File: src/hw/arcade_pkg.sv
/*
 * Shared constants and types for the arcade board glue.
 * Imported by every module that needs game codes, widths or the picture word.
 */

package arcade_pkg;

	// ======================================================================
	// Joystick word
	// ======================================================================
	localparam int JOY_W      = 12;
	localparam int JOY_RIGHT  = 0;
	localparam int JOY_LEFT   = 1;
	localparam int JOY_DOWN   = 2;
	localparam int JOY_UP     = 3;
	localparam int JOY_FIRE_A = 4;
	localparam int JOY_FIRE_B = 5;
	localparam int JOY_FIRE_C = 6;
	localparam int JOY_START1 = 8;
	localparam int JOY_START2 = 9;
	localparam int JOY_COIN   = 10;

	// Game identifiers as sent in the IDX_GAME stream
	localparam logic [7:0] GAME_SCRAMBLE = 8'd0;
	localparam logic [7:0] GAME_TAZMAN   = 8'd4;
	localparam logic [7:0] GAME_SPDCOIN  = 8'd7;
	localparam logic [7:0] GAME_STRATGYX = 8'd14;

	// Download stream selectors
	localparam logic [7:0] IDX_GAME    = 8'd1;
	localparam logic [7:0] IDX_PICTURE = 8'd2;
	localparam logic [7:0] IDX_DIP     = 8'd254;

	localparam int DL_ADDR_W     = 16;
	localparam int PIC_WORDS_DEF = 256;

	// ======================================================================
	// Pixel and picture word
	// ======================================================================
	typedef logic [23:0] rgb_t;

	typedef struct packed {
		logic [7:0] alpha;
		logic [7:0] blue;
		logic [7:0] green;
		logic [7:0] red;
	} pic_colour_t;

	// Loader fills byte lanes, fetcher reads colour fields
	typedef union packed {
		logic [3:0][7:0] lane;
		pic_colour_t     colour;
	} pic_word_u;

endpackage

File: src/hw/input_mapper.sv
/*
 * Merges both joysticks and builds the active-low player port bytes,
 * masked by the DIP bytes, plus the hardware select for the chosen game.
 */
`timescale 1ns/1ps

module input_mapper
	import arcade_pkg::*;
(
	input  logic             clk_sys,
	input  logic             rst_n,
	input  logic [JOY_W-1:0] joy1,
	input  logic [JOY_W-1:0] joy2,
	input  logic [7:0]       game,
	input  logic [7:0]       dip_a,
	input  logic [7:0]       dip_b,
	input  logic [7:0]       dip_c,
	input  logic [7:0]       dip_d,
	output logic [7:0]       port_a,
	output logic [7:0]       port_b,
	output logic [7:0]       port_c,
	output logic [7:0]       port_d,
	output logic [7:0]       hwsel,
	output logic             landscape
);

	logic [JOY_W-1:0] joy;
	logic             up;
	logic             down;
	logic             left;
	logic             right;
	logic             fire_a;
	logic             fire_b;
	logic             fire_c;
	logic             start1;
	logic             start2;
	logic             coin;
	logic [7:0]       map_a;
	logic [7:0]       map_b;
	logic [7:0]       map_c;
	logic [7:0]       map_hwsel;
	logic             map_land;

	// Either player can drive any control
	assign joy    = joy1 | joy2;
	assign up     = joy[JOY_UP];
	assign down   = joy[JOY_DOWN];
	assign left   = joy[JOY_LEFT];
	assign right  = joy[JOY_RIGHT];
	assign fire_a = joy[JOY_FIRE_A];
	assign fire_b = joy[JOY_FIRE_B];
	assign fire_c = joy[JOY_FIRE_C];
	assign start1 = joy[JOY_START1];
	assign start2 = joy[JOY_START2];
	assign coin   = joy[JOY_COIN];

	// ======================================================================
	// Per-game port layout, scramble wiring is the default
	// ======================================================================
	always_comb
	begin
		map_hwsel = 8'd0;
		map_land  = 1'b0;
		map_a     = ~{coin, 1'b0, left, right, fire_a, 1'b0, fire_b, up};
		map_b     = ~{start1, start2, left, right, fire_a, fire_b, 2'b00};
		map_c     = ~{1'b0, down, 1'b0, up, 3'b000, down};

		case (game)
			GAME_TAZMAN:
			begin
				map_hwsel = 8'd2;
				map_a     = ~{coin, 1'b0, left, right, down, up, fire_a, fire_b};
				map_b     = 8'hff;
				map_c     = ~{1'b0, start2, 5'b00000, start1};
			end
			GAME_SPDCOIN:
			begin
				map_hwsel = 8'd2;
				map_a     = ~{coin, 1'b0, left, right, start2, 1'b0, start1, 1'b0};
				map_b     = 8'hff;
				map_c     = 8'hff;
			end
			GAME_STRATGYX:
			begin
				map_hwsel = 8'd5;
				map_land  = 1'b1;
				// Fire C shows up on two bits of port C
				map_c     = ~{fire_c, down, fire_c, up, 3'b000, down};
			end
			default:
			begin
				map_hwsel = 8'd0;
			end
		endcase
	end

	always_ff @(posedge clk_sys or negedge rst_n)
	begin
		if (!rst_n)
		begin
			port_a    <= 8'hff;
			port_b    <= 8'hff;
			port_c    <= 8'hff;
			port_d    <= 8'hff;
			hwsel     <= 8'd0;
			landscape <= 1'b0;
		end
		else
		begin
			port_a    <= map_a & dip_a;
			port_b    <= map_b & dip_b;
			port_c    <= map_c & dip_c;
			// No control lands on port D in any game
			port_d    <= dip_d;
			hwsel     <= map_hwsel;
			landscape <= map_land;
		end
	end

endmodule

File: config.mk
export PLATFORM = sky130hd
export DESIGN_NAME = input_mapper
export DESIGN_NICKNAME = d
export VERILOG_FILES = /design/src/hw/arcade_pkg.sv /design/src/hw/input_mapper.sv
export SDC_FILE = /design/constraint.sdc
export NUM_CORES = 1
export LEC_CHECK = 0
export ABC_AREA = 1
export ABC_CLOCK_PERIOD_IN_PS = 800
export BUFFER_PORTS_ARGS = -buffer_cell sky130_fd_sc_hd__buf_2
export CAP_MARGIN = 15
export CORE_AREA = 3 3 67 69
export CTS_CLUSTER_DIAMETER = 30
export DETAILED_ROUTE_END_ITERATION = 7
export DIE_AREA = 0 0 70 72
export PLACE_DENSITY_LB_ADDON = 0.05
export SETUP_SLACK_MARGIN = 0.4
export SYNTH_ARGS = -nofsm -noshare
export SYNTH_HDL_FRONTEND = slang
export SYNTH_SLANG_ARGS = --single-unit
File: constraint.sdc
create_clock -name clk_sys -period 0.8 [get_ports clk_sys]
set_input_delay 0.16 -clock clk_sys [delete_from_list [all_inputs] [get_ports clk_sys]]
set_output_delay 0.16 -clock clk_sys [all_outputs]
set_load 0.05 [all_outputs]
==> out/metrics.csv <==
stage,metric,value,unit
grt,GR Layer Usage met1,0.166,
grt,antenna violations before repair,0,
critical_path,crit path from,port_a[2]$_DFF_PN1_,
sta,maximum clock rate,0.882,GHz
critical_path,CP required,0.64,ns
power,Clk pwr share,0.393,
sta,Max Slew Vio Count,0,
layout,cell area after layout,0.00270,sq mm
critical_path,CP Cell Sequence,buf_8,
clock_tree,CTS tree,yes,
layout,post-layout net count,304,
grt,gr usage total,0.156,
critical_path,CP Depth,1,
grt,first-pass GRT wire length,6020,um
critical_path,end of the critical path,port_a[2],
critical_path,Crit Path Class,flop to output port,
hold_path,Hold Path Class,input port to async pin,
critical_path,Setup crit start kind,flop,
run,maxcap violations,0,
clock_tree,CTS sink count,34,
place,Detail Placement HPWL,2850,um
yosys,Yosys top cell by area,dfstp_2,
grt,number of global-route vias before repair,1361,
layout,share of cells above drive strength 1,0.787,
yosys,Yosys Warn Count,0,
floorplan,core area,0.00397,sq mm
critical_path,Crit Path Max Fanout,1,
detailed_routing,post-detailed-routing wire length,3770,um
critical_path,"CP delay by family, top",flip-flops,
power,Sw Ratio,0.261,
place,Area after DPL,0.00205,sq mm
grt,met3 GRT Util,0.0485,
power,Power Density,1770,mW/mm^2
power,net load switching power,1250,uW
floorplan,Die X,70,um
detailed_routing,DRT antenna net count,0,
place,GP Congestion,0.774,
detailed_routing,Initial DRC Count,99,
layout,Inserted Diodes,0,
layout,Syn-to-layout area delta,96.0,%
power,Max IR drop VDD,0.000716,V
detailed_routing,Via Count,1247,
yosys,post-synthesis sequential area ratio,0.648,
yosys,Post-synth EDFFs,0,
yosys,commonest cells in the netlist,"32 x dfstp_2, 19 x inv_1, 19 x nand2_1, 16 x nor2_1",
grt,most used routing layer,met2,
yosys,Yosys top cell area share,0.611,
floorplan,Rows,23,
floorplan,io pins,107,
floorplan,die height,72,um
floorplan,Initial Util,0.346,
sta,setup violators final,38,
sta,final worst-path cycle share,1.42,
run_status,status,"finished, violations left",
detailed_routing,# DRC,0,
yosys,Gate Count Post-Synth,129,
power,combinational power share,0.208,
yosys,ranking of synthesized cells by area,"dfstp_2 61%, inv_1 5.2%, nand2_1 5.2%",
yosys,ys async rst share,1.00,
yosys,Seq cells post-synth,34,
sta,crit path time final,1.13,ns
clock_tree,clock slew at reported path FFs,0.07,ns
power,total power,4780,uW
layout,Finished Layout Cells,289,
critical_path,"Buf+Inv Stages, Crit Path",1,
power,Leak,0.00138,uW
critical_path,crit end category,output port,
power,internal cell power,3530,uW
sta,RSZ-0062 raised after global routing,yes,
grt,met2 global-route usage,0.279,
yosys,Post-Syn Area,0.00138,sq mm
detailed_routing,TritonRoute pass-1 iters,4,
yosys,Synth Flop Type,dfstp_2,
place,number of buffers added on ports,97,
clock_tree,TritonCTS Buffers,5,
clock_tree,Root Driver,clkbuf_8,
grt,total gr overflow,0,
sta,final worst-path setup slack,-0.334,ns
critical_path,max incr delay on CP,0.55,ns
yosys,Yosys cell types,22,
detailed_routing,Vias/cell,4.31,
power,Reg power frac,0.399,
sta,worst hold slack,-0.176,ns
place,Post-Place Cells,280,
sta,final hold vios,17,
clock_tree,clock buffer depth,2,
run_status,failing checks,"negative hold slack, negative setup slack",
yosys,syn avg cell area,10.7,sq um
detailed_routing,Routed WL per cell,13.0,um
clock_tree,H-tree Lvls,2,
yosys,most common cell in the synthesized netlist,dfstp_2,
critical_path,CP max-delay cell,dfstp_2,
critical_path,Critical Path AT,0.97,ns
grt,largest net degree at the start of global routing,35,
floorplan,die area,0.00504,sq mm
-- layout by cell type, fill, tap and decap left out, drive strengths merged --
cell type	netlist	final
a21oi	1	1
buf	7	105
bufinv	0	2
clkbuf	0	5
clkinv	0	1
conb	1	5
dfrtp	2	2
dfstp	32	32
inv	20	20
nand2	24	24
nand3	7	7
nor2	20	20
nor3	2	2
nor3b	3	3
o211ai	1	1
o21a	1	1
o21ai	8	8
-- logic make-up (layout without fill, tap and decap cells) --
| group | Yosys count | count (layout) | synth area share |
|---|---|---|---|
| AO/OA/AOI/OAI | 11 | 11 | 0.0464 |
| buffers and inverters | 27 | 133 | 0.0928 |
| flip-flops | 34 | 34 | 0.648 |
| other | 1 | 5 | 0.00273 |
| AND/OR/NAND/NOR | 56 | 56 | 0.210 |
-- state kept, by name, summed over array words and instances (netlist names) --
name    count
port_c      8
port_b      8
port_d      8
port_a      8
hwsel       2
-- power groups by stage --
stage / Combinational (uW) / Clock (uW) / Sequential [uW]
2_1_floorplan: 199 / 0 / 2190
3_3_place_gp: 770 / 0 / 1890
3_5_place_dp: 782 / 0 / 1900
4_1_cts: 980 / 1920 / 1910
5_1_grt: 1050 / 2020 / 1910
6_report: 994 / 1880 / 1910
-- area by class of cell --
cell class | instances | area (sq um)
repair buffers | 105 | 982
multi-input cells | 72 | 508
well taps | 50 | 62.6
inverters | 20 | 111
clock buffers | 5 | 68.8
clock inverters | 3 | 68.8
fillers | 308 | 1280
flip-flops and latches | 34 | 893
-- through the flow --
| stage | util | setup TNS (ns) | setup WS (ns) |
|---|---|---|---|
| global placement | 0.516 | -7.04 | -0.289 |
| floorplan | - | -0.842 | -0.0842 |
| finish | 0.679 | -11.25 | -0.334 |
| global route | 0.679 | -12.68 | -0.372 |
| detailed placement | 0.516 | -7.55 | -0.327 |
| CTS | 0.667 | -11.52 | -0.343 |
-- timing repair --
action / in CTS / in global routing
pin swaps: 9 / 6
resized for setup: 131 / 12
setup buffers: 1 / 0
endpoints found under the hold margin: 18 / 18
setup endpoints to repair: 53 / 53
-- metal layers --
metal	vias to the layer above	part of all wire	wire [um]
met5	-	0	0
met4	0	0.020	77
met3	6	0.091	342
met2	65	0.53	1990
met1	578	0.36	1350
li1	598	-	-
-- worst min-delay path by stage --
stage | start | end | slack [ns] | cells after the start
floorplan | rst_n | hwsel[0]$_DFF_PN0_ | -0.14 | 0
global placement | rst_n | hwsel[0]$_DFF_PN0_ | 0.13 | 2
detailed placement | rst_n | hwsel[0]$_DFF_PN0_ | 0.13 | 2
CTS | rst_n | hwsel[1]$_DFF_PN0_ | -0.18 | 2
global route | rst_n | hwsel[0]$_DFF_PN0_ | -0.17 | 2
finish | rst_n | hwsel[0]$_DFF_PN0_ | -0.18 | 2
Power figures use the tool's default switching activity.
