### config.mk
export PLATFORM = sky130hd
export DESIGN_NAME = download_loader
export DESIGN_NICKNAME = d
export VERILOG_FILES = /design/src/hw/arcade_pkg.sv /design/src/hw/download_loader.sv
export SDC_FILE = /design/constraint.sdc
export NUM_CORES = 1
export LEC_CHECK = 0
export BUFFER_PORTS_ARGS = -buffer_cell sky130_fd_sc_hd__buf_2
export CAP_MARGIN = 30
export CORE_MARGIN = 3
export CORE_UTILIZATION = 48
export DETAILED_ROUTE_END_ITERATION = 7
export PLACE_DENSITY_LB_ADDON = 0.1
export SYNTH_ARGS = -nofsm -noshare
export SYNTH_HDL_FRONTEND = slang
export SYNTH_SLANG_ARGS = --single-unit
### constraint.sdc
create_clock -name clk_sys -period 2.5 [get_ports clk_sys]
set_input_delay 0.25 -clock clk_sys [delete_from_list [all_inputs] [get_ports clk_sys]]
set_output_delay 0.25 -clock clk_sys [all_outputs]
set_load 0.01 [all_outputs]
### src/hw/arcade_pkg.sv
/*
 * Shared constants and types for the arcade board glue.
 * Imported by every module that needs game codes, widths or the picture word.
 */

package arcade_pkg;

	// ======================================================================
	// Joystick word
	// ======================================================================
	localparam int JOY_W      = 12;
	localparam int JOY_RIGHT  = 0;
	localparam int JOY_LEFT   = 1;
	localparam int JOY_DOWN   = 2;
	localparam int JOY_UP     = 3;
	localparam int JOY_FIRE_A = 4;
	localparam int JOY_FIRE_B = 5;
	localparam int JOY_FIRE_C = 6;
	localparam int JOY_START1 = 8;
	localparam int JOY_START2 = 9;
	localparam int JOY_COIN   = 10;

	// Game identifiers as sent in the IDX_GAME stream
	localparam logic [7:0] GAME_SCRAMBLE = 8'd0;
	localparam logic [7:0] GAME_TAZMAN   = 8'd4;
	localparam logic [7:0] GAME_SPDCOIN  = 8'd7;
	localparam logic [7:0] GAME_STRATGYX = 8'd14;

	// Download stream selectors
	localparam logic [7:0] IDX_GAME    = 8'd1;
	localparam logic [7:0] IDX_PICTURE = 8'd2;
	localparam logic [7:0] IDX_DIP     = 8'd254;

	localparam int DL_ADDR_W     = 16;
	localparam int PIC_WORDS_DEF = 256;

	// ======================================================================
	// Pixel and picture word
	// ======================================================================
	typedef logic [23:0] rgb_t;

	typedef struct packed {
		logic [7:0] alpha;
		logic [7:0] blue;
		logic [7:0] green;
		logic [7:0] red;
	} pic_colour_t;

	// Loader fills byte lanes, fetcher reads colour fields
	typedef union packed {
		logic [3:0][7:0] lane;
		pic_colour_t     colour;
	} pic_word_u;

endpackage

### src/hw/download_loader.sv
/*
 * Decodes the host download stream into the game code, four DIP bytes and
 * picture memory writes issued over a four-phase request/acknowledge port.
 */
`timescale 1ns/1ps

module download_loader
	import arcade_pkg::*;
(
	input  logic                 clk_sys,
	input  logic                 rst_n,
	input  logic                 dl_wr,
	input  logic [7:0]           dl_index,
	input  logic [DL_ADDR_W-1:0] dl_addr,
	input  logic [7:0]           dl_data,
	input  logic                 wr_ack,
	output logic                 dl_wait,
	output logic [7:0]           game,
	output logic [7:0]           dip_a,
	output logic [7:0]           dip_b,
	output logic [7:0]           dip_c,
	output logic [7:0]           dip_d,
	output logic                 wr_req,
	output logic [DL_ADDR_W-3:0] wr_addr,
	output pic_word_u            wr_data,
	output logic                 pic_loaded
);

	logic dl_take;
	logic pic_take;
	logic pic_last;

	// A byte is taken only while no picture write is outstanding
	assign dl_take  = dl_wr & ~dl_wait;
	assign pic_take = dl_take && (dl_index == IDX_PICTURE);
	assign pic_last = pic_take && (dl_addr[1:0] == 2'd3);

	// ======================================================================
	// Game and DIP registers
	// ======================================================================
	always_ff @(posedge clk_sys or negedge rst_n)
	begin
		if (!rst_n)
		begin
			game       <= GAME_SCRAMBLE;
			dip_a      <= 8'hff;
			dip_b      <= 8'hff;
			dip_c      <= 8'hff;
			dip_d      <= 8'hff;
			pic_loaded <= 1'b0;
		end
		else if (dl_take)
		begin
			if (dl_index == IDX_GAME)
				game <= dl_data;
			if (dl_index == IDX_DIP && dl_addr < DL_ADDR_W'(4))
			begin
				case (dl_addr[1:0])
					2'd0: dip_a <= dl_data;
					2'd1: dip_b <= dl_data;
					2'd2: dip_c <= dl_data;
					default: dip_d <= dl_data;
				endcase
			end
			if (dl_index == IDX_PICTURE)
				pic_loaded <= 1'b1;
		end
	end

	// Word buffer, lane chosen by the low address bits
	always_ff @(posedge clk_sys)
	begin
		if (pic_take)
			wr_data.lane[dl_addr[1:0]] <= dl_data;
		if (pic_last)
			wr_addr <= dl_addr[DL_ADDR_W-1:2];
	end

	// ======================================================================
	// Write handshake
	// ======================================================================
	always_ff @(posedge clk_sys or negedge rst_n)
	begin
		if (!rst_n)
		begin
			wr_req  <= 1'b0;
			dl_wait <= 1'b0;
		end
		else if (pic_last)
		begin
			wr_req  <= 1'b1;
			dl_wait <= 1'b1;
		end
		else if (wr_req && wr_ack)
			wr_req <= 1'b0;
		// Release the host once the arbiter has dropped its ack
		else if (dl_wait && !wr_req && !wr_ack)
			dl_wait <= 1'b0;
	end

endmodule

==> results.toml, run 1 <==
[status]
run_status = "finished, final reports clean"

[timing]
final.min_clock_period_ps = 2000
worst_slew_pin_slew_ps = 910
worst_clock_skew_ps = 4.84
finalCritPeriodShare_pct = 79.9
timing_hold_violations_final = 0
finalMaxSlewViolations = 0
sum_of_negative_setup_slack_ps = 0
final.setup.worst_slack_ps = 503
max-slew-margin-rel_pct = 39.3
setup_viol = 0
setup_repair_after_global_routing_missed_its_margin = "no"
fmax_ghz = 0.501

[logic_synthesis]
yosys-top-cells-count = "sky130_fd_sc_hd__edfxtp_1 (46), sky130_fd_sc_hd__mux2_2 (40), sky130_fd_sc_hd__dfstp_2 (32), sky130_fd_sc_hd__dfrtp_1 (11), sky130_fd_sc_hd__nand2_1 (4)"
async_flop_share_pct = 48.3
synth-seq-cells = 89
yosys.area.top_type = "sky130_fd_sc_hd__edfxtp_1"
post_synth_main_area_contributors = "sky130_fd_sc_hd__edfxtp_1 (43%), sky130_fd_sc_hd__dfstp_2 (26%), sky130_fd_sc_hd__mux2_2 (14%)"
synth_enable_flop_cells = 46
mappedNetlistArea_um2 = 3180
synth.most_common_cell = "sky130_fd_sc_hd__edfxtp_1"
syn_inst = 159
postSynthNetCount = 195
synth_warnings = 0
synth_sequential_area_ratio_pct = 78.4
synth_cell_types = 21
synthesis.area_per_instance_um2 = 20.0
synth_largest_type_area_fraction_pct = 43.4
yosys_most_used_dff = "sky130_fd_sc_hd__edfxtp_1"

[route]
avg_vias_per_cell = 5.04
drcViolationCount = 0
route.vias.total = 1915
drt_first_pass_iters = 4
final_antenna_net_count = 0
drt-wirelength-per-cell_um = 16.9
overall_routed_net_length_um = 6420
drt_first_iter_violations = 57

[placement]
dpl.hpwl_um = 4750
dpl_worst_slack_ps = 369
io_buffers = 124
gpl.final_weighted_congestion = 0.719
post-place-cells = 364

[pwr]
powerDensity_nw_per_um2 = 656
static-leakage-power_nw = 1.90
irDropWorstVdd_v = 0.000469

[global_routing]
grt_overflow_total = 0
grt_util_all_layers_pct = 17.0
grt_pass1_vias = 1874
antenna_found_initial = 0
grt_max_degree = 44
global_route_wire_length_before_repair_um = 9770

[floorplan]
pin_count = 125
start_util_pct = 49.9
num_rows = 29
die_width_um = 87.5
core_um2 = 6390
die-area_um2 = 7650
die_height_um = 87.5

[setup_path]
cp-end-kind = "flop"
path_class = "reg2reg"
crit_path_max_fanout = 8
worstPathRequired_ps = 2770
critical_path_arrival_ps = 2260
critical_path.startpoint_type = "flop"

[finish]
finish.utilization_pct = 65.2
stdcell_count = 380
insertedDiodeCount = 0
area_added_between_synthesis_and_finish_pct = 30.7
layout-drive-gt1-share_pct = 74.3
fin_nets = 334

[clock_tree]
cts_inserted_buffers = 9
cts-resized-gates = 0
cts.clk_slew.worst_paths_ps = 90
cts.hold.buffers_added = 0
post_cts.repair.setup_buffers = 0
ctsRootBufferMaster = "sky130_fd_sc_hd__clkbuf_8"
cts.path.max_buffers = 2
cts.sinks = 89
insertion_delay_ps = 340
clock_tree_from_tritoncts = "built"
clock_tree.htree_level_count = 3

[job]
count_of_maximum_capacitance_violations = 0

[worst_hold_path]
worstHoldPathType = "in2async"
[flip-flops by register name, summed over array words and instances, names as in the netlist]
signal	count
wr_addr	14
dip_a	8
dip_c	8
dl_wait	1
dip_d	8
dip_b	8
pic_loaded	1
wr_data	32
wr_req	1
game	8
[cells by family (layout without fill, tap and decap cells)]
logic type | count (synthesis) | after routing | share of synthesized area, %
AO/OA/AOI/OAI | 3 | 3 | 0.511
flip-flops | 89 | 89 | 78.4
multiplexers | 40 | 40 | 14.1
AND/OR/NAND/NOR | 25 | 25 | 6.64
buffers and inverters | 2 | 146 | 0.275
[report_power, final]
part	internal (W)	switching, W	total [W]
combinational	0.0000351	0.0000572	0.0000923
clock	0.000575	0.000505	0.00108
sequential	0.00155	0.00000321	0.00156
total	0.00216	0.000565	0.00273
[final timing paths]
| kind | start | cells after the start | to | slack (ps) |
|---|---|---|---|---|
| max in group asynchronous | rst_n | 1 | dl_wait$_DFFE_PN0P_ | 1900 |
| hold reg to reg | pic_loaded$_DFFE_PN0P_ | 1 | pic_loaded$_DFFE_PN0P_ | 470 |
| min in group clk_sys | dl_addr[5] | 1 | wr_addr[3]$_DFFE_PP_ | 100 |
| setup reg to reg | dl_wait$_DFFE_PN0P_ | 4 | dip_d[6]$_DFFE_PN1P_ | 500 |
| hold / removal | rst_n | 1 | game[7]$_DFFE_PN0P_ | 40 |
| setup / recovery | dl_wait$_DFFE_PN0P_ | 4 | dip_d[6]$_DFFE_PN1P_ | 500 |
[routing by layer]
metal	vias to the layer above	wire [µm]	track usage, %
met4	0	93	6.00
met2	73	3000	25.7
li1	889	-	-
met1	942	2840	23.8
met3	11	491	4.73
met5	-	0	0
[metrics by stage]
step / cell area [µm²] / power, W / hold WS, ps
3_5_place_dp: 3940 / 0.00168 / 433
3_3_place_gp: 3940 / 0.00168 / 441
5_1_grt: 4160 / 0.00284 / 81.0
2_1_floorplan: 3180 / 0.00161 / -45.6
6_report: 4160 / 0.00273 / 39.0
4_1_cts: 4160 / 0.00276 / 56.1
[cells in the final DEF (no fill, tap or decap), types with 3 or more instances in the layout]
cell | synthesis | final
sky130_fd_sc_hd__buf_2 | 1 | 124
sky130_fd_sc_hd__edfxtp_1 | 46 | 46
sky130_fd_sc_hd__mux2_2 | 40 | 40
sky130_fd_sc_hd__buf_4 | 0 | 5
sky130_fd_sc_hd__nand2_1 | 4 | 4
sky130_fd_sc_hd__nand2b_1 | 3 | 3
sky130_fd_sc_hd__dfrtp_1 | 11 | 11
sky130_fd_sc_hd__clkbuf_8 | 0 | 9
sky130_fd_sc_hd__dfstp_2 | 32 | 32
sky130_fd_sc_hd__nor3_4 | 3 | 3
[final cells by class]
| type | instances | area [µm²] |
|---|---|---|
| timing repair buffer | 129 | 658 |
| fill | 488 | 2220 |
| clock buffer | 9 | 124 |
| sequential | 89 | 2500 |
| clock inverter | 7 | 101 |
| multi-input combinational | 68 | 681 |
| tap | 77 | 96.3 |
| inverter | 1 | 3.75 |
[critical path: stages (launching register included)]
cell and delay (ps):
sky130_fd_sc_hd__dfrtp_1 410, sky130_fd_sc_hd__and4bb_2 350, sky130_fd_sc_hd__nand4_2 250, sky130_fd_sc_hd__nor3_4 520, sky130_fd_sc_hd__mux2_2 400
Note: power is estimated with default switching activity, not from simulation.
==> inputs of run 2 (changes only) <==
- CORE_UTILIZATION: 48 -> 43
- clock period: 2.5 -> 1.6 ns (I/O delays scaled with it)
==> results.toml, run 2 (same netlist as run 1, synthesis figures left out) <==
[finish]
fillers = 538
multiInputGateArea_um2 = 853
mostFrequentLayoutCells = "sky130_fd_sc_hd__buf_2 (124), sky130_fd_sc_hd__edfxtp_1 (46), sky130_fd_sc_hd__mux2_4 (32), sky130_fd_sc_hd__dfstp_2 (32)"
largest_register_ffs = 32
layout-drive-gt1-share_pct = 73.9
insertedDiodeCount = 0
mostFrequentLayoutCell = "sky130_fd_sc_hd__buf_2"
layout.area.seq_um2 = 2500
area_added_between_synthesis_and_finish_pct = 46.0
finish.utilization_pct = 66.6
fin_nets = 361

[timing]
final.setup.worst_slack_ps = -119
fmax_ghz = 0.582
worst_slew_pin_slew_ps = 504
finalCritPeriodShare_pct = 107
timing_hold_violations_final = 0
setup_viol = 40
worst_clock_skew_ps = 12.8
max-slew-margin-rel_pct = 66.4
final.min_clock_period_ps = 1720
finalMaxSlewViolations = 0
setup_repair_after_global_routing_missed_its_margin = "yes"

[clock_tree]
ctsRootBufferMaster = "sky130_fd_sc_hd__clkbuf_8"
cts.sinks = 89
cts.clk_slew.worst_paths_ps = 90
cts_inserted_buffers = 9
clock_tree.htree_level_count = 3
clock_tree_from_tritoncts = "built"
insertion_delay_ps = 340
cts.path.max_buffers = 2

[placement]
dpl.hpwl_um = 4860
io_buffers = 124
gpl.final_weighted_congestion = 0.741

[pwr]
total_power_w = 0.00399
power.switching_fraction_pct = 21.7
share_comb_of_total_power_pct = 5.0
clock_power_share_pct = 34.2
static-leakage-power_nw = 2.07
power_switching_w = 0.000868
sequential_group_share_of_total_power_pct = 60.9
power_report.internal_total_w = 0.00313
irDropWorstVdd_v = 0.000378
powerDensity_nw_per_um2 = 859

[route]
drt-wirelength-per-cell_um = 16.4
avg_vias_per_cell = 4.68
drt_first_iter_violations = 74
drt_first_pass_iters = 4
drcViolationCount = 0
route.vias.total = 1993
final_antenna_net_count = 0
overall_routed_net_length_um = 6970

[setup_path]
crit_path_max_fanout = 8
critical_path.startpoint_type = "flop"
path_class = "reg2reg"
cp-end-kind = "flop"
critical_path_arrival_ps = 1980
worstPathRequired_ps = 1860

[floorplan]
die_height_um = 92.1
core_um2 = 6980
num_rows = 30
die_width_um = 92.1
start_util_pct = 45.6
pin_count = 125
die-area_um2 = 8470

[worst_hold_path]
worstHoldPathType = "in2reg"

[global_routing]
grt_max_degree = 23
antenna_found_initial = 0
grt_overflow_total = 0
grt_util_all_layers_pct = 16.6
global_route_wire_length_before_repair_um = 10600
grt_pass1_vias = 2030

[status]
failed_checks = "negative setup slack"
run_status = "finished with violations"

[job]
count_of_maximum_capacitance_violations = 0
run 2: layout make-up:
class / count / share of cell area [%]
sequential: 89 / 53.7
timing repair buffer: 156 / 21.4
multi-input combinational: 68 / 18.4
clock buffer: 11 / 3.04
tap: 96 / 2.58
clock inverter: 5 / 0.781
inverter: 1 / 0.0808
run 2: final timing paths:
path | start | to | cells after the start | slack (ps)
max reg2reg | dl_wait$_DFFE_PN0P_ | dip_a[2]$_DFFE_PN1P_ | 6 | -120
min in group asynchronous | rst_n | dip_c[3]$_DFFE_PN1P_ | 1 | 110
max in group asynchronous | rst_n | dip_c[2]$_DFFE_PN1P_ | 2 | 1240
max | dl_wait$_DFFE_PN0P_ | dip_a[2]$_DFFE_PN1P_ | 6 | -120
min reg2reg | pic_loaded$_DFFE_PN0P_ | pic_loaded$_DFFE_PN0P_ | 1 | 470
min | dl_addr[11] | wr_addr[9]$_DFFE_PP_ | 1 | 20
run 2: through the flow:
| step | hold WS (ps) | TNS, ps | cell area (µm²) | instances | setup WS [ps] |
|---|---|---|---|---|---|
| final | 19.8 | -2810 | 4650 | 426 | -119 |
| after global routing | 4.32 | -5950 | 4650 | 426 | -213 |
| after CTS | 1.35 | -3170 | 4590 | 421 | -131 |
| after detailed placement | 351 | -23060 | 4260 | 396 | -317 |
| after global placement | 353 | -24640 | 4260 | 396 | -323 |
| after floorplan | -136 | -17500 | 3310 | 159 | -278 |
run 2: repair_timing:
action                                 CTS  global route
endpoints found under the hold margin    7             4
hold buffers                             7             4
gates resized for setup                 14             1
buffers inserted                         3             2
setup endpoints to repair               78            64
pin swaps                                6             3
run 2: power by group through the flow:
stage | logic, W | registers [W] | clock network [W]
CTS | 0.000192 | 0.00243 | 0.00140
finish | 0.000199 | 0.00243 | 0.00136
floorplan | 0.0000278 | 0.00248 | 0
global placement | 0.000173 | 0.00248 | 0
detailed placement | 0.000176 | 0.00248 | 0
global route | 0.000217 | 0.00243 | 0.00148
run 2: worst max-delay path, cell delays in order (launching register included):
cell and delay (ps):
sky130_fd_sc_hd__dfrtp_1 380, sky130_fd_sc_hd__and4bb_2 330, sky130_fd_sc_hd__nand4_4 110, sky130_fd_sc_hd__buf_12 170, sky130_fd_sc_hd__nor4_4 140, sky130_fd_sc_hd__buf_6 200, sky130_fd_sc_hd__mux2_4 310
run 2: per-layer routing:
metal  wire length [µm]  share of wire [%]  global-route usage (%)  up-vias
li1                   -                  -                       -      938
met1               2950                 42                    21.5      965
met2               3530                 51                    27.8       83
met3                429                6.2                    3.94        7
met4                 65               0.93                    5.32        0
met5                  0                  0                       0        -
==> inputs of run 3 (changes only) <==
- GPL_TIMING_DRIVEN: not set -> 0
==> results.toml, run 3 (same netlist as run 1, synthesis figures left out) <==
[timing]
sum_of_negative_setup_slack_ps = -3880
setup_viol = 32
fmax_ghz = 0.565
finalHoldWorstSlack_ps = 152
setup_repair_after_global_routing_missed_its_margin = "yes"
worst_slew_pin_slew_ps = 939
finalMaxSlewViolations = 0
final.setup.worst_slack_ps = -169
timing_hold_violations_final = 0
final.min_clock_period_ps = 1770
finalCritPeriodShare_pct = 111
worst_clock_skew_ps = 7.66
max-slew-margin-rel_pct = 37.4

[global_routing]
grt_overflow_total = 0
global_route_wire_length_before_repair_um = 11000
grt_util_all_layers_pct = 17.4
antenna_found_initial = 0
grt_max_degree = 44
grt_pass1_vias = 2079

[route]
overall_routed_net_length_um = 7110
route.vias.total = 2012
avg_vias_per_cell = 4.78
final_antenna_net_count = 0
drt-wirelength-per-cell_um = 16.9
drt_first_pass_iters = 4
drcViolationCount = 0
drt_first_iter_violations = 85

[clock_tree]
ctsRootBufferMaster = "sky130_fd_sc_hd__clkbuf_8"
cts.clk_slew.worst_paths_ps = 90
cts_inserted_buffers = 9
clock_tree.htree_level_count = 3
insertion_delay_ps = 350
cts.sinks = 89
cts.path.max_buffers = 2
clock_tree_from_tritoncts = "built"

[floorplan]
die-area_um2 = 8470
core_um2 = 6980
pin_count = 125
start_util_pct = 45.6
die_height_um = 92.1
num_rows = 30
die_width_um = 92.1

[status]
failed_checks = "negative setup slack"
run_status = "finished with violations"

[finish]
area_added_between_synthesis_and_finish_pct = 44.9
largest_register_ffs = 32
mostFrequentLayoutCells = "sky130_fd_sc_hd__buf_2 (124), sky130_fd_sc_hd__edfxtp_1 (46), sky130_fd_sc_hd__mux2_4 (32), sky130_fd_sc_hd__dfstp_2 (32), sky130_fd_sc_hd__dlygate4sd3_1 (16)"
fin_nets = 356
finish.utilization_pct = 66.1
layout-drive-gt1-share_pct = 72.9
insertedDiodeCount = 0
mostFrequentLayoutCell = "sky130_fd_sc_hd__buf_2"

[placement]
dpl.hpwl_um = 4760
dpl_worst_slack_ps = -673
gpl.final_weighted_congestion = 0.748
io_buffers = 124

[setup_path]
crit-reg2reg-launch = "dl_wait$_DFFE_PN0P_"
crit_path_max_fanout = 8
critical_path.startpoint_type = "flop"
critical_path_arrival_ps = 2040
timing.reg2reg.worst_path_depth = 5
cp-end-kind = "flop"
worst_setup_path_startpoint = "dl_wait$_DFFE_PN0P_"
path_class = "reg2reg"
worstPathRequired_ps = 1870

[pwr]
total_power_w = 0.00405
irDropWorstVdd_v = 0.000445
static-leakage-power_nw = 2.03
powerDensity_nw_per_um2 = 877

[job]
count_of_maximum_capacitance_violations = 0

[worst_hold_path]
hp-start = "dl_data[6]"
worstHoldPathType = "in2reg"
min_delay_path_depth = 1
run 3: cell count changes in the layout (fill, tap and decap cells not counted), sizes merged:
| cell | delta |
|---|---|
| nor2 | +1 |
| inv | +1 |
| dlygate4sd3 | +5 |
| clkinvlp | -1 |
| clkinv | +1 |
| buf | -11 |
| clkbuf | -1 |
run 3: report_power, final:
group / switching [W] / internal [W]
combinational: 0.000112 / 0.0000837
sequential: 0.00000469 / 0.00243
clock: 0.000797 / 0.000622
total: 0.000914 / 0.00313
run 3: routing by layer:
layer | track usage, % | vias up | routed length (µm)
met1 | 21.7 | 988 | 2850
met4 | 6.44 | 0 | 82
met2 | 28.5 | 85 | 3610
li1 | - | 932 | -
met3 | 5.50 | 7 | 566
met5 | 0 | - | 0
run 3: worst paths after layout:
check	to	slack (ps)
min	wr_data[22]$_DFFE_PP_	150
max reg2reg	dip_a[5]$_DFFE_PN1P_	-170
max in group asynchronous	game[2]$_DFFE_PN0P_	520
min reg2reg	pic_loaded$_DFFE_PN0P_	470
min in group asynchronous	dl_wait$_DFFE_PN0P_	510
max	dip_a[5]$_DFFE_PN1P_	-170
run 3: timing repair:
action / CTS / global route
pin swaps: 8 / 6
endpoints found under the hold margin: 25 / 1
gates resized for setup: 19 / 2
setup endpoints to repair: 78 / 78
cloned: 1 / 0
hold buffers: 15 / 1
setup buffers: 9 / 0
run 3: cell type report:
class / instances / area, µm²
inverter: 1 / 3.75
clock inverter: 6 / 46.3
clock buffer: 10 / 138
fill: 535 / 2370
buffer: 1 / 11.3
tap: 96 / 120
multi-input combinational: 69 / 876
sequential: 89 / 2500
timing repair buffer: 149 / 922
run 3: through the flow:
step	std cells	cell area (µm²)
final	421	4610
after floorplan	159	3310
after CTS	420	4600
after detailed placement	379	4050
after global routing	421	4610
after global placement	379	4050
run 3: worst max-delay path: stages (launching register included):
cell	delay [ps]
sky130_fd_sc_hd__dfrtp_1	420
sky130_fd_sc_hd__and4bb_2	350
sky130_fd_sc_hd__nand4_4	170
sky130_fd_sc_hd__nor4_4	270
sky130_fd_sc_hd__buf_12	180
sky130_fd_sc_hd__mux2_4	300
