`src/hw/arcade_pkg.sv`:
```
/*
 * Shared constants and types for the arcade board glue.
 * Imported by every module that needs game codes, widths or the picture word.
 */

package arcade_pkg;

	// ======================================================================
	// Joystick word
	// ======================================================================
	localparam int JOY_W      = 12;
	localparam int JOY_RIGHT  = 0;
	localparam int JOY_LEFT   = 1;
	localparam int JOY_DOWN   = 2;
	localparam int JOY_UP     = 3;
	localparam int JOY_FIRE_A = 4;
	localparam int JOY_FIRE_B = 5;
	localparam int JOY_FIRE_C = 6;
	localparam int JOY_START1 = 8;
	localparam int JOY_START2 = 9;
	localparam int JOY_COIN   = 10;

	// Game identifiers as sent in the IDX_GAME stream
	localparam logic [7:0] GAME_SCRAMBLE = 8'd0;
	localparam logic [7:0] GAME_TAZMAN   = 8'd4;
	localparam logic [7:0] GAME_SPDCOIN  = 8'd7;
	localparam logic [7:0] GAME_STRATGYX = 8'd14;

	// Download stream selectors
	localparam logic [7:0] IDX_GAME    = 8'd1;
	localparam logic [7:0] IDX_PICTURE = 8'd2;
	localparam logic [7:0] IDX_DIP     = 8'd254;

	localparam int DL_ADDR_W     = 16;
	localparam int PIC_WORDS_DEF = 256;

	// ======================================================================
	// Pixel and picture word
	// ======================================================================
	typedef logic [23:0] rgb_t;

	typedef struct packed {
		logic [7:0] alpha;
		logic [7:0] blue;
		logic [7:0] green;
		logic [7:0] red;
	} pic_colour_t;

	// Loader fills byte lanes, fetcher reads colour fields
	typedef union packed {
		logic [3:0][7:0] lane;
		pic_colour_t     colour;
	} pic_word_u;

endpackage

```
`src/hw/bg_fetcher.sv`:
```
/*
 * Walks the background picture in step with the video scan and places it
 * under the foreground pixel. Runs off its own pixel enable at clk_sys/4.
 */
`timescale 1ns/1ps

module bg_fetcher
	import arcade_pkg::*;
#(
	parameter int PIC_WORDS = PIC_WORDS_DEF,
	localparam int PIC_AW = (PIC_WORDS > 1) ? $clog2(PIC_WORDS) : 1
)
(
	input  logic              clk_sys,
	input  logic              rst_n,
	input  rgb_t              fg_rgb,
	input  logic              hblank,
	input  logic              vblank,
	input  logic              vsync,
	input  logic              flip,
	input  logic              pic_loaded,
	input  logic              rd_ack,
	input  pic_word_u         rd_data,
	output logic              rd_req,
	output logic [PIC_AW-1:0] rd_addr,
	output rgb_t              rgb_out
);

	localparam logic [PIC_AW-1:0] PIC_LAST = PIC_AW'(PIC_WORDS - 1);

	logic [1:0]        div;
	logic              ce_pix;
	logic              old_vs;
	logic              rd_busy;
	logic [PIC_AW-1:0] scan_addr;
	logic [PIC_AW-1:0] scan_next;
	pic_word_u         bg_word;
	pic_word_u         bg_eff;

	// ======================================================================
	// Pixel enable
	// ======================================================================
	always_ff @(posedge clk_sys or negedge rst_n)
	begin
		if (!rst_n)
		begin
			div    <= 2'd0;
			ce_pix <= 1'b0;
		end
		else
		begin
			div    <= div + 2'd1;
			ce_pix <= (div == 2'd3);
		end
	end

	// Next scan address, wrapping at both ends of the picture
	always_comb
	begin
		if (flip)
			scan_next = (scan_addr == '0) ? PIC_LAST : scan_addr - 1'b1;
		else
			scan_next = (scan_addr == PIC_LAST) ? '0 : scan_addr + 1'b1;
	end

	assign rd_busy = rd_req | rd_ack;

	// ======================================================================
	// Address scan and read handshake
	// ======================================================================
	always_ff @(posedge clk_sys or negedge rst_n)
	begin
		if (!rst_n)
		begin
			old_vs    <= 1'b0;
			scan_addr <= '0;
			rd_addr   <= '0;
			rd_req    <= 1'b0;
		end
		else
		begin
			if (rd_req && rd_ack)
				rd_req <= 1'b0;
			if (ce_pix)
			begin
				old_vs <= vsync;
				if (vsync && !old_vs)
					scan_addr <= flip ? PIC_LAST : '0;
				// A slow memory costs this pixel its address step
				else if (!(hblank || vblank) && !rd_busy)
				begin
					rd_addr   <= scan_addr;
					scan_addr <= scan_next;
					rd_req    <= 1'b1;
				end
			end
		end
	end

	always_ff @(posedge clk_sys)
	begin
		if (rd_req && rd_ack)
			bg_word <= rd_data;
	end

	// No picture yet means a fully transparent black background
	assign bg_eff = pic_loaded ? bg_word : '0;

	always_ff @(posedge clk_sys or negedge rst_n)
	begin
		if (!rst_n)
			rgb_out <= '0;
		else if (ce_pix)
		begin
			if ((fg_rgb != '0) && (bg_eff.colour.alpha == 8'd0))
				rgb_out <= fg_rgb;
			else
				rgb_out <= {bg_eff.colour.red, bg_eff.colour.green, bg_eff.colour.blue};
		end
	end

endmodule

```
`config.mk`:
```
export PLATFORM = sky130hd
export DESIGN_NAME = bg_fetcher
export DESIGN_NICKNAME = d
export VERILOG_FILES = /design/src/hw/arcade_pkg.sv /design/src/hw/bg_fetcher.sv
export SDC_FILE = /design/constraint.sdc
export NUM_CORES = 1
export LEC_CHECK = 0
export ABC_AREA = 0
export BUFFER_PORTS_ARGS = -buffer_cell sky130_fd_sc_hd__buf_4
export CAP_MARGIN = 20
export CELL_PAD_IN_SITES_DETAIL_PLACEMENT = 0
export CELL_PAD_IN_SITES_GLOBAL_PLACEMENT = 1
export CORE_MARGIN = 8
export CORE_UTILIZATION = 44
export CTS_CLUSTER_DIAMETER = 120
export DETAILED_ROUTE_END_ITERATION = 10
export PLACE_DENSITY = 0.9
export SLEW_MARGIN = 15
export SYNTH_ARGS = -nofsm -noshare
export SYNTH_HDL_FRONTEND = slang
export SYNTH_SLANG_ARGS = --single-unit
```
`constraint.sdc`:
```
create_clock -name clk_sys -period 3.34 [get_ports clk_sys]
set_input_delay 0.668 -clock clk_sys [delete_from_list [all_inputs] [get_ports clk_sys]]
set_output_delay 0.668 -clock clk_sys [all_outputs]
set_load 0.05 [all_outputs]
```
==> run metrics, run 1 <==
clk root buf clkbuf_8; Worst-Margin Slew 0.7737 ns; status finished clean; critical path's slowest cell o211a_1; most frequent cells in the layout buf_4 (100), dfrtp_1 (45), edfxtp_1 (32); Critical R2R Launch ce_pix; Setup Buffers After CTS 0; chip width 103.8 um; hold buffer count at CTS 0; clock power share 26.2%; Peak Freq 437.7 MHz; die span in y 103.8 um; Syn Nets 327; reg2reg setup slack 1.09 ns; GR Overflow Total 0; worst slack, placed 0.7379 ns; HP Class in2async; crit-path cells buf_4, nor4_1, nand4_1, nor2_1, o211a_1, a221o_1; via count 2,505; share of cells above drive strength 1 36.11%; asr flop ratio synth 58.44%; final hold vios 0; Reg2Reg Depth 5; sw frac 32.04%; latest clock arrival within the worst-skew pair 0.34 ns; Mapped Area 3388 um^2; Cell Rows 32; syn_area_per_cell 13.08 um^2; largest net degree at the start of global routing 46; clk buf depth 2; Critical Path Max Stage Delay 0.69 ns; clock skew 0.009013 ns; CTS H-Tree Depth 3; Tmin final 2.285 ns; sequential power share 51.6%; period utilization 68.40%; EDFF count, synth 32; synth warn 0; Setup TNS Final 0 ns; P per Cell Area 515.4 nW/um^2; Leakage 1.848 nW; Int Pwr 0.001513 W; vias in the first global route 2,798; io pins 97; Comb power frac 22.2%; WS Path Type in2reg; Max Cap Violations 0; synth unique cells 48; Worst setup SP type input pin; I/O Buffers 96; Via density 5.422; Final setup viols 0; slack of the critical path 1.055 ns; clk slew on worst S/H paths 0.08 ns; CP max FO 24; DR pass1 iterations 4; Max VDD drop 0.2872 mV; ANT cells 0; R2R Path End scan_addr[2]; net switching power 0.0007130 W; DRC Markers 0; post-route ant nets 0; commonest non-fill, non-tap cell in the layout buf_4; unrepaired setup endpoints after global routing no; synthesized flop and latch total 77; DP Wirelength 6.027 mm; Worst slew margin 48.42%; drt wl/cell 17.90 um; die area 10,760 um^2; global-route wire length before repair 13.52 mm; TritonCTS clock tree done; Critical Path RT 3.61 ns; GP Congestion 0.8241; starting DRC count in detailed routing 125; area grow syn2layout 27.44%; worst path arrival time 2.56 ns; layout net count 424; GRT Util Overall 15.60%; ys flop type dfrtp_1; fin. max-slew vios 0; clock sink count 77; overall routed net length 8.268 mm; hold_ws 0.3019 ns; TritonCTS Buffers 9; Core ar. 7607 um^2; post-cts sizing count 0; Setup crit end kind flip-flop; Initial Utilization 44.54%; initial antenna violation count 0; sequential element share of the synthesized area 61.60%; Syn Inst Count 259
-- synthesized netlist by cell type, types with 2 or more instances --
cell / number / area (um^2)
dfrtp_1: 45 / 1126
edfxtp_1: 32 / 960.9
nor2b_1: 26 / 162.7
a221o_1: 24 / 240.2
nand2_1: 14 / 52.55
nor4_1: 10 / 62.56
o21ai_0: 10 / 50.05
nor2_1: 9 / 33.78
clkbuf_1: 8 / 30.03
inv_1: 6 / 22.52
nand3_1: 6 / 30.03
a21oi_1: 5 / 25.02
mux2_2: 5 / 56.30
nor3_1: 5 / 25.02
and3_1: 4 / 25.02
clkbuf_8: 4 / 55.05
ha_1: 4 / 50.05
a221oi_1: 3 / 26.28
nand4_1: 3 / 18.77
xor2_1: 3 / 26.28
a31oi_1: 2 / 12.51
and2_1: 2 / 12.51
nor3b_1: 2 / 15.01
o22ai_1: 2 / 12.51
or3_1: 2 / 12.51
-- critical path, delay by kind of cell --
kind | cells | cell delay (ns)
AOI/OAI and AO/OA | 2 | 0.96
and+or+nand+nor | 3 | 0.81
buffers and inverters | 1 | 0.11
-- power groups by stage --
| stage | sequential, W | clock (W) | combinational (W) |
|---|---|---|---|
| 2_1_floorplan | 0.00127 | 0 | 0.000214 |
| 3_3_place_gp | 0.00116 | 0 | 0.000488 |
| 3_5_place_dp | 0.00117 | 0 | 0.000497 |
| 4_1_cts | 0.00115 | 0.000597 | 0.000498 |
| 5_1_grt | 0.00116 | 0.000632 | 0.000536 |
| 6_report | 0.00115 | 0.000582 | 0.000495 |
-- cells by family (layout without fill, tap and decap cells) --
| group | Yosys count | count (layout) | share of synthesized area (%) |
|---|---|---|---|
| DFF | 77 | 77 | 61.60 |
| buffers and inverters | 20 | 121 | 3.730 |
| xor gates and xnor gates | 4 | 4 | 1.034 |
| adders and majority gates | 4 | 4 | 1.477 |
| and+or+nand+nor | 90 | 90 | 15.66 |
| AOI/OAI and AO/OA | 59 | 59 | 14.85 |
| muxes | 5 | 5 | 1.662 |
-- sequential cells by signal, summed over array words and instances (netlist names) --
name,flops
old_vs,1
scan_addr,8
bg_word,32
rgb_out,24
ce_pix,1
rd_addr,8
rd_req,1
div,2
-- through the flow --
| step | power, W | util, % | instance area [um^2] | std cells |
|---|---|---|---|---|
| global route | 0.002330 | 56.76 | 4318 | 462 |
| finish | 0.002226 | 56.76 | 4318 | 462 |
| CTS | 0.002242 | 56.66 | 4310 | 461 |
| floorplan | 0.001485 | - | 3388 | 259 |
| global placement | 0.001651 | 54.62 | 4155 | 446 |
| detailed placement | 0.001663 | 54.62 | 4155 | 446 |
-- worst max path at each step --
| stage | startpoint | end | slack [ns] | cells past startpoint |
|---|---|---|---|---|
| finish | fg_rgb[19] | rgb_out[11] | 1.06 | 6 |
| CTS | bg_word[24] | rgb_out[0] | 0.77 | 5 |
| floorplan | rd_ack | scan_addr[2] | 1.29 | 5 |
| detailed placement | fg_rgb[19] | rgb_out[14] | 0.74 | 6 |
| global route | ce_pix | scan_addr[2] | 0.84 | 5 |
| global placement | fg_rgb[19] | rgb_out[19] | 0.83 | 6 |
-- routing by layer --
metal,track usage (%),vias to the layer above,part of all wire [%]
met5,0,-,0
li1,-,1192,-
met2,24.70,96,48
met3,6.320,13,6.9
met4,6.722,0,1.8
met1,18.32,1204,43
-- layout make-up --
class | instances | area (um^2)
clock buffers | 9 | 123.9
clock inverters | 6 | 31.28
fillers | 639 | 3289
inverters | 6 | 22.52
multi-input cells | 162 | 1175
flip-flops and latches | 77 | 2087
well taps | 102 | 127.6
repair buffers | 100 | 750.7
Power figures use the tool's default switching activity.
==> run 2, diff against run 1 <==
--- a/config.mk
+++ b/config.mk
@@ -11,10 +11,10 @@
 export CELL_PAD_IN_SITES_DETAIL_PLACEMENT = 0
 export CELL_PAD_IN_SITES_GLOBAL_PLACEMENT = 1
 export CORE_MARGIN = 8
-export CORE_UTILIZATION = 44
+export CORE_UTILIZATION = 37
 export CTS_CLUSTER_DIAMETER = 120
 export DETAILED_ROUTE_END_ITERATION = 10
-export PLACE_DENSITY = 0.9
+export PLACE_DENSITY = 0.81
 export SLEW_MARGIN = 15
 export SYNTH_ARGS = -nofsm -noshare
 export SYNTH_HDL_FRONTEND = slang
==> constraint.sdc (replaced) <==
create_clock -name clk_sys -period 1.9 [get_ports clk_sys]
set_input_delay 0.38 -clock clk_sys [delete_from_list [all_inputs] [get_ports clk_sys]]
set_output_delay 0.38 -clock clk_sys [all_outputs]
set_load 0.05 [all_outputs]
==> run metrics, run 2 (synthesis results as in run 1) <==
status finished clean (unchanged); GR Overflow Total 0 (unchanged); Cell Rows 35 (was 32); clock sink count 77 (unchanged); sw frac 30.87% (was 32.04%); critical path's slowest cell or4_4 (was o211a_1); DR pass1 iterations 4 (unchanged); Storage cell area 2087 um^2 (unchanged); Non-Filler Instances 494 (was 462); ANT cells 0 (unchanged); die area 12,480 um^2 (was 10,760 um^2); fin area 4616 um^2 (was 4318 um^2); Util after Layout 50.92% (was 56.76%); vias in the first global route 2,887 (was 2,798); Peak Freq 546.1 MHz; initial antenna violation count 0 (unchanged); die span in y 111.7 um (was 103.8 um); period utilization 96.38%; sequential power share 43.8% (was 51.6%); area taken by multi-input logic gates 1216 um^2 (was 1175 um^2); starting DRC count in detailed routing 121 (was 125); I/O Buffers 96 (unchanged); clk slew on worst S/H paths 0.08 ns (about the same); share of cells above drive strength 1 42.30% (was 36.11%); WS Path Type reg2reg (was in2reg); Leakage 1.984 nW (was 1.848 nW); Max Cap Violations 0 (unchanged); most frequent cells in the layout buf_4 (121), dfrtp_1 (45), edfxtp_1 (32) (was buf_4 (100), dfrtp_1 (45), edfxtp_1 (32)); clock skew 0.005135 ns (was 0.009013 ns); drt wl/cell 17.64 um (was 17.90 um); chip width 111.7 um (was 103.8 um); Max VDD drop 0.4572 mV (was 0.2872 mV); TritonCTS clock tree done (unchanged); clk root buf clkbuf_8 (unchanged); top layer in use met4 (unchanged); Critical Path Max Stage Delay 0.57 ns (was 0.69 ns); M1 wire length 3.562 mm (was 3.574 mm); biggest regs bg_word x32, rgb_out x24 (unchanged); Worst slew margin 60.93% (was 48.42%); Via density 5.338 (was 5.422); met3 wire length 863 um (was 572 um); fin. max-slew vios 0 (unchanged); TritonCTS Buffers 9 (unchanged); latest clock arrival within the worst-skew pair 0.35 ns (was 0.34 ns); layout net count 446 (was 424); overall routed net length 8.712 mm (was 8.268 mm); Int Pwr 0.003062 W (was 0.001513 W); post-route ant nets 0 (unchanged); clock power share 31.6% (was 26.2%); GRT Util Overall 14.33% (was 15.60%); WL met2 4.085 mm (was 3.974 mm); hold buffer count at CTS 0 (unchanged); Worst-Margin Slew 0.5860 ns (was 0.7737 ns); worst path arrival time 2.10 ns (was 2.56 ns); crit-path cells or4_4, nor4b_4, o22a_4, a221oi_2, nor3_1 (was buf_4, nor4_1, nand4_1, nor2_1, o211a_1, a221o_1); Tmin final 1.831 ns; area grow syn2layout 36.23% (was 27.44%); largest net degree at the start of global routing 46 (unchanged); CTS H-Tree Depth 3 (unchanged); Core ar. 9065 um^2 (was 7607 um^2); DP Wirelength 6.446 mm (was 6.027 mm); Initial Utilization 37.38% (was 44.54%); net switching power 0.001367 W (was 0.0007130 W); P per Cell Area 959.6 nW/um^2 (was 515.4 nW/um^2); Worst setup SP type flip-flop (was input pin); io pins 97 (unchanged); final hold vios 0 (unchanged); via count 2,637 (was 2,505); Setup crit end kind flip-flop (unchanged); commonest non-fill, non-tap cell in the layout buf_4 (unchanged); instance area after placement 4350 um^2 (was 4155 um^2); Reg2Reg Depth 5 (unchanged); clk buf depth 2 (unchanged); fillers 774 (was 639); CP max FO 5 (was 24); Inst Count DP 477 (was 446); global-route wire length before repair 14.21 mm (was 13.52 mm); HP Class in2async (unchanged); DRC Markers 0 (unchanged); Final setup viols 0 (unchanged); Largest register FFs 32 (unchanged); GP Congestion 0.8504 (was 0.8241); unrepaired setup endpoints after global routing yes (was no); Top reg by flops bg_word (unchanged); Critical Path RT 2.17 ns (was 3.61 ns); Comb power frac 24.6% (was 22.2%)
-- run 2: cell count changes in the layout (fill, tap and decap cells not counted), moves of 2 or more --
cell        change
a221oi_2        +2
clkinv_1        -2
clkinvlp_4      +2
bufinv_16       +2
a221oi_1        -2
buf_4          +21
clkinv_2        -3
-- run 2: layout make-up --
| cell class | instances | share of cell area [%] |
|---|---|---|
| Sequential cell | 77 | 45.22 |
| Multi-Input combinational cell | 162 | 26.35 |
| Timing Repair Buffer | 122 | 20.11 |
| Tap cell | 111 | 3.009 |
| Clock buffer | 10 | 2.765 |
| Clock inverter | 6 | 2.060 |
| Inverter | 6 | 0.4879 |
-- run 2: final timing paths --
check | endpoint | slack (ns) | startpoint
worst max-delay path | scan_addr[2] | 0.07 | scan_addr[4]
worst min-delay path | rd_addr[2] | 0.006 | rst_n
worst max register to register | scan_addr[2] | 0.07 | scan_addr[4]
worst min register to register | div[0] | 0.43 | div[0]
max in group asynchronous | rd_addr[5] | 1.47 | rst_n
min in group clk_sys | bg_word[8] | 0.19 | rd_data[8]
-- run 2: repair_timing --
item                                   CTS  global route
setup endpoints to repair               18            27
setup buffers                            0             1
pin swaps                                4             5
endpoints found under the hold margin    0             0
resized for setup                        2             6
-- run 2: worst max-delay path: cells and delay by family (launching register included) --
family	cells	cell delay, ns
AOI/OAI and AO/OA	2	0.28
DFF	1	0.38
and+or+nand+nor	3	1.10
-- run 2: power groups by stage --
| stage | logic (W) | registers (W) | clock network, W |
|---|---|---|---|
| 2_1_floorplan | 0.000377 | 0.00223 | 0 |
| 3_3_place_gp | 0.00106 | 0.00198 | 0 |
| 3_5_place_dp | 0.00108 | 0.00198 | 0 |
| 4_1_cts | 0.00109 | 0.00194 | 0.00144 |
| 5_1_grt | 0.00118 | 0.00196 | 0.00151 |
| 6_report | 0.00109 | 0.00194 | 0.00140 |
-- run 2: routing by layer --
metal	global-route usage (%)	up-vias
li1	-	1238
met1	16.04	1260
met2	23.02	121
met3	7.035	18
met4	5.469	0
met5	0	-
-- run 2: through the flow --
step | total power (W) | setup WS [ns] | hold slack, ns | setup TNS, ns
floorplan | 0.002610 | 0.02594 | 0.08441 | 0
global placement | 0.003038 | -0.2517 | 0.4107 | -4.075
detailed placement | 0.003055 | -0.2696 | 0.4221 | -4.388
CTS | 0.004474 | -0.0005429 | 0.02502 | -0.0005429
global route | 0.004648 | -0.03627 | 0.05100 | -0.03689
finish | 0.004429 | 0.06875 | 0.006171 | 0
==> run 3, diff against run 2 <==
--- a/config.mk
+++ b/config.mk
@@ -6,15 +6,15 @@
 export NUM_CORES = 1
 export LEC_CHECK = 0
 export ABC_AREA = 0
-export BUFFER_PORTS_ARGS = -buffer_cell sky130_fd_sc_hd__buf_4
 export CAP_MARGIN = 20
 export CELL_PAD_IN_SITES_DETAIL_PLACEMENT = 0
 export CELL_PAD_IN_SITES_GLOBAL_PLACEMENT = 1
 export CORE_MARGIN = 8
-export CORE_UTILIZATION = 37
+export CORE_UTILIZATION = 45
 export CTS_CLUSTER_DIAMETER = 120
 export DETAILED_ROUTE_END_ITERATION = 10
-export PLACE_DENSITY = 0.81
+export DONT_BUFFER_PORTS = 1
+export PLACE_DENSITY = 0.8
 export SLEW_MARGIN = 15
 export SYNTH_ARGS = -nofsm -noshare
 export SYNTH_HDL_FRONTEND = slang
==> run metrics, run 3 (synthesis results as in run 1) <==
Non-Filler Instances 390 (was 494); Max Cap Violations 0 (unchanged); P per Cell Area 1068 nW/um^2 (was 959.6 nW/um^2); latest clock arrival within the worst-skew pair 0.35 ns (about the same); I/O Buffers 0 (was 96); Largest register FFs 32 (unchanged); Worst setup SP type flip-flop (unchanged); worst hold path endpoint bg_word[22]; Critical Path Max Stage Delay 0.58 ns (was 0.57 ns); starting DRC count in detailed routing 113 (was 121); Reg2Reg Depth 5 (unchanged); CP max FO 3 (was 5); Initial Utilization 46.47% (was 37.38%); vias in the first global route 2,363 (was 2,887); chip width 102.8 um (was 111.7 um); TritonCTS Buffers 9 (unchanged); die area 10,560 um^2 (was 12,480 um^2); Via density 5.736 (was 5.338); die span in y 102.8 um (was 111.7 um); period utilization 97.45% (was 96.38%); sw frac 31.39% (was 30.87%); DR pass1 iterations 4 (unchanged); initial antenna violation count 0 (unchanged); io pins 97 (unchanged); clk slew on worst S/H paths 0.09 ns (was 0.08 ns); clock skew 0.01447 ns (was 0.005135 ns); Inst Count DP 370 (was 477); most frequent cells in the layout dfrtp_1 (45), edfxtp_1 (32), nor2b_1 (25), buf_4 (25), a221o_1 (24) (was buf_4 (121), dfrtp_1 (45), edfxtp_1 (32)); global-route wire length before repair 12.89 mm (was 14.21 mm); Leakage 1.552 nW (was 1.984 nW); post-route ant nets 0 (unchanged); Critical R2R Launch scan_addr[5] (was scan_addr[4]); instance area after placement 3622 um^2 (was 4350 um^2); unrepaired setup endpoints after global routing yes (unchanged); Max VDD drop 0.4904 mV (was 0.4572 mV); sequential power share 51.9% (was 43.8%); clock sink count 77 (unchanged); critical path's slowest cell or4_4 (unchanged); Top reg by flops bg_word (unchanged); drt wl/cell 21.23 um (was 17.64 um); TritonCTS clock tree done (unchanged); Worst-Margin Slew 0.5299 ns (was 0.5860 ns); Worst slew margin 64.67% (was 60.93%); crit-path cells or4_4, nor4b_4, a2111o_1, a21oi_2, a221oi_2 (was or4_4, nor4b_4, o22a_4, a221oi_2, nor3_1); net switching power 0.001324 W (was 0.001367 W); Comb power frac 15.2% (was 24.6%); clk root buf clkbuf_8 (unchanged); fin. max-slew vios 0 (unchanged); clk buf depth 2 (unchanged); via count 2,237 (was 2,637); biggest regs bg_word x32, rgb_out x24 (unchanged); Cell Rows 31 (was 35); Peak Freq 540.1 MHz (was 546.1 MHz); HP Class in2reg (was in2async); reg2reg setup slack 0.05 ns (was 0.07 ns); status finished clean (unchanged); GRT Util Overall 15.97% (was 14.33%); Setup crit end kind flip-flop (unchanged); area grow syn2layout 16.62% (was 36.23%); Int Pwr 0.002895 W (was 0.003062 W); fin area 3951 um^2 (was 4616 um^2); Hold Crit Depth 0; final hold vios 0 (unchanged); WS Path Type reg2reg (unchanged); Tmin final 1.852 ns (was 1.831 ns); worst path arrival time 2.10 ns (about the same); GR Overflow Total 0 (unchanged); layout net count 353 (was 446); DP Wirelength 5.785 mm (was 6.446 mm); Critical Path RT 2.14 ns (was 2.17 ns); R2R Path End scan_addr[6] (was scan_addr[2]); commonest non-fill, non-tap cell in the layout dfrtp_1 (was buf_4); Core ar. 7292 um^2 (was 9065 um^2); clock power share 32.9% (was 31.6%); GP Congestion 0.8253 (was 0.8504); Hold Crit Start rd_data[22]; overall routed net length 8.279 mm (was 8.712 mm); largest net degree at the start of global routing 46 (unchanged); share of cells above drive strength 1 24.14% (was 42.30%); Final setup viols 0 (unchanged); DRC Markers 0 (unchanged); CTS H-Tree Depth 3 (unchanged)
-- run 3: what timing repair did --
action | 4_1_cts | 5_1_grt
pin swaps | 0 | 7
endpoints found under the hold margin | 45 | 0
setup buffers | 0 | 1
resized for setup | 2 | 12
hold buffers | 2 | 0
endpoints found under the setup margin | 16 | 30
-- run 3: layout make-up --
class | count | area, um^2
antenna | 1 | 2.502
clock buffer | 9 | 123.9
clock inverter | 7 | 97.59
fill | 649 | 3341
inverter | 6 | 22.52
multi-input combinational | 162 | 1237
sequential | 77 | 2087
tap | 99 | 123.9
timing repair buffer | 29 | 256.5
-- run 3: power by group through the flow --
stage               clock (W)  combinational (W)  sequential (W)
global placement            0           0.000561         0.00222
detailed placement          0           0.000574         0.00223
floorplan                   0           0.000377         0.00223
global route          0.00148           0.000722         0.00221
finish                0.00139           0.000643         0.00219
CTS                   0.00142           0.000606         0.00219
-- run 3: stage by stage --
step                util, %  worst slack (ns)  hold slack [ns]  setup TNS [ns]  total power [W]
floorplan                 -           0.02594          0.08441               0         0.002610
global placement      49.67           -0.3057          0.08649          -4.867         0.002783
global route          54.15          -0.08289          0.09811         -0.1815         0.004413
detailed placement    49.67           -0.3365          0.08658          -5.107         0.002800
CTS                   53.33          0.004031           0.1044               0         0.004216
finish                54.19           0.04840           0.1203               0         0.004220
-- run 3: worst max path at each step --
stage	startpoint	to	slack [ns]	cells after the start
6_report	scan_addr[5]	scan_addr[6]	0.05	5
5_1_grt	scan_addr[5]	scan_addr[6]	-0.08	5
4_1_cts	scan_addr[3]	scan_addr[2]	0.004	5
3_5_place_dp	bg_word[28]	rgb_out[18]	-0.34	5
3_3_place_gp	bg_word[28]	rgb_out[1]	-0.31	5
2_1_floorplan	rd_req	scan_addr[2]	0.03	5
-- run 3: routing by layer --
| metal | routed length (um) | track usage, % | up-vias |
|---|---|---|---|
| li1 | - | - | 1051 |
| met1 | 3556 | 20.61 | 1097 |
| met2 | 3918 | 23.63 | 79 |
| met3 | 695 | 5.874 | 10 |
| met4 | 110 | 6.674 | 0 |
| met5 | 0 | 0 | - |
-- run 3: worst max-delay path: cells and delay by family (launching register included) --
kind | cells | cell delay, ns
AND/OR/NAND/NOR | 2 | 0.94
flip-flops | 1 | 0.39
AO/OA/AOI/OAI | 3 | 0.43
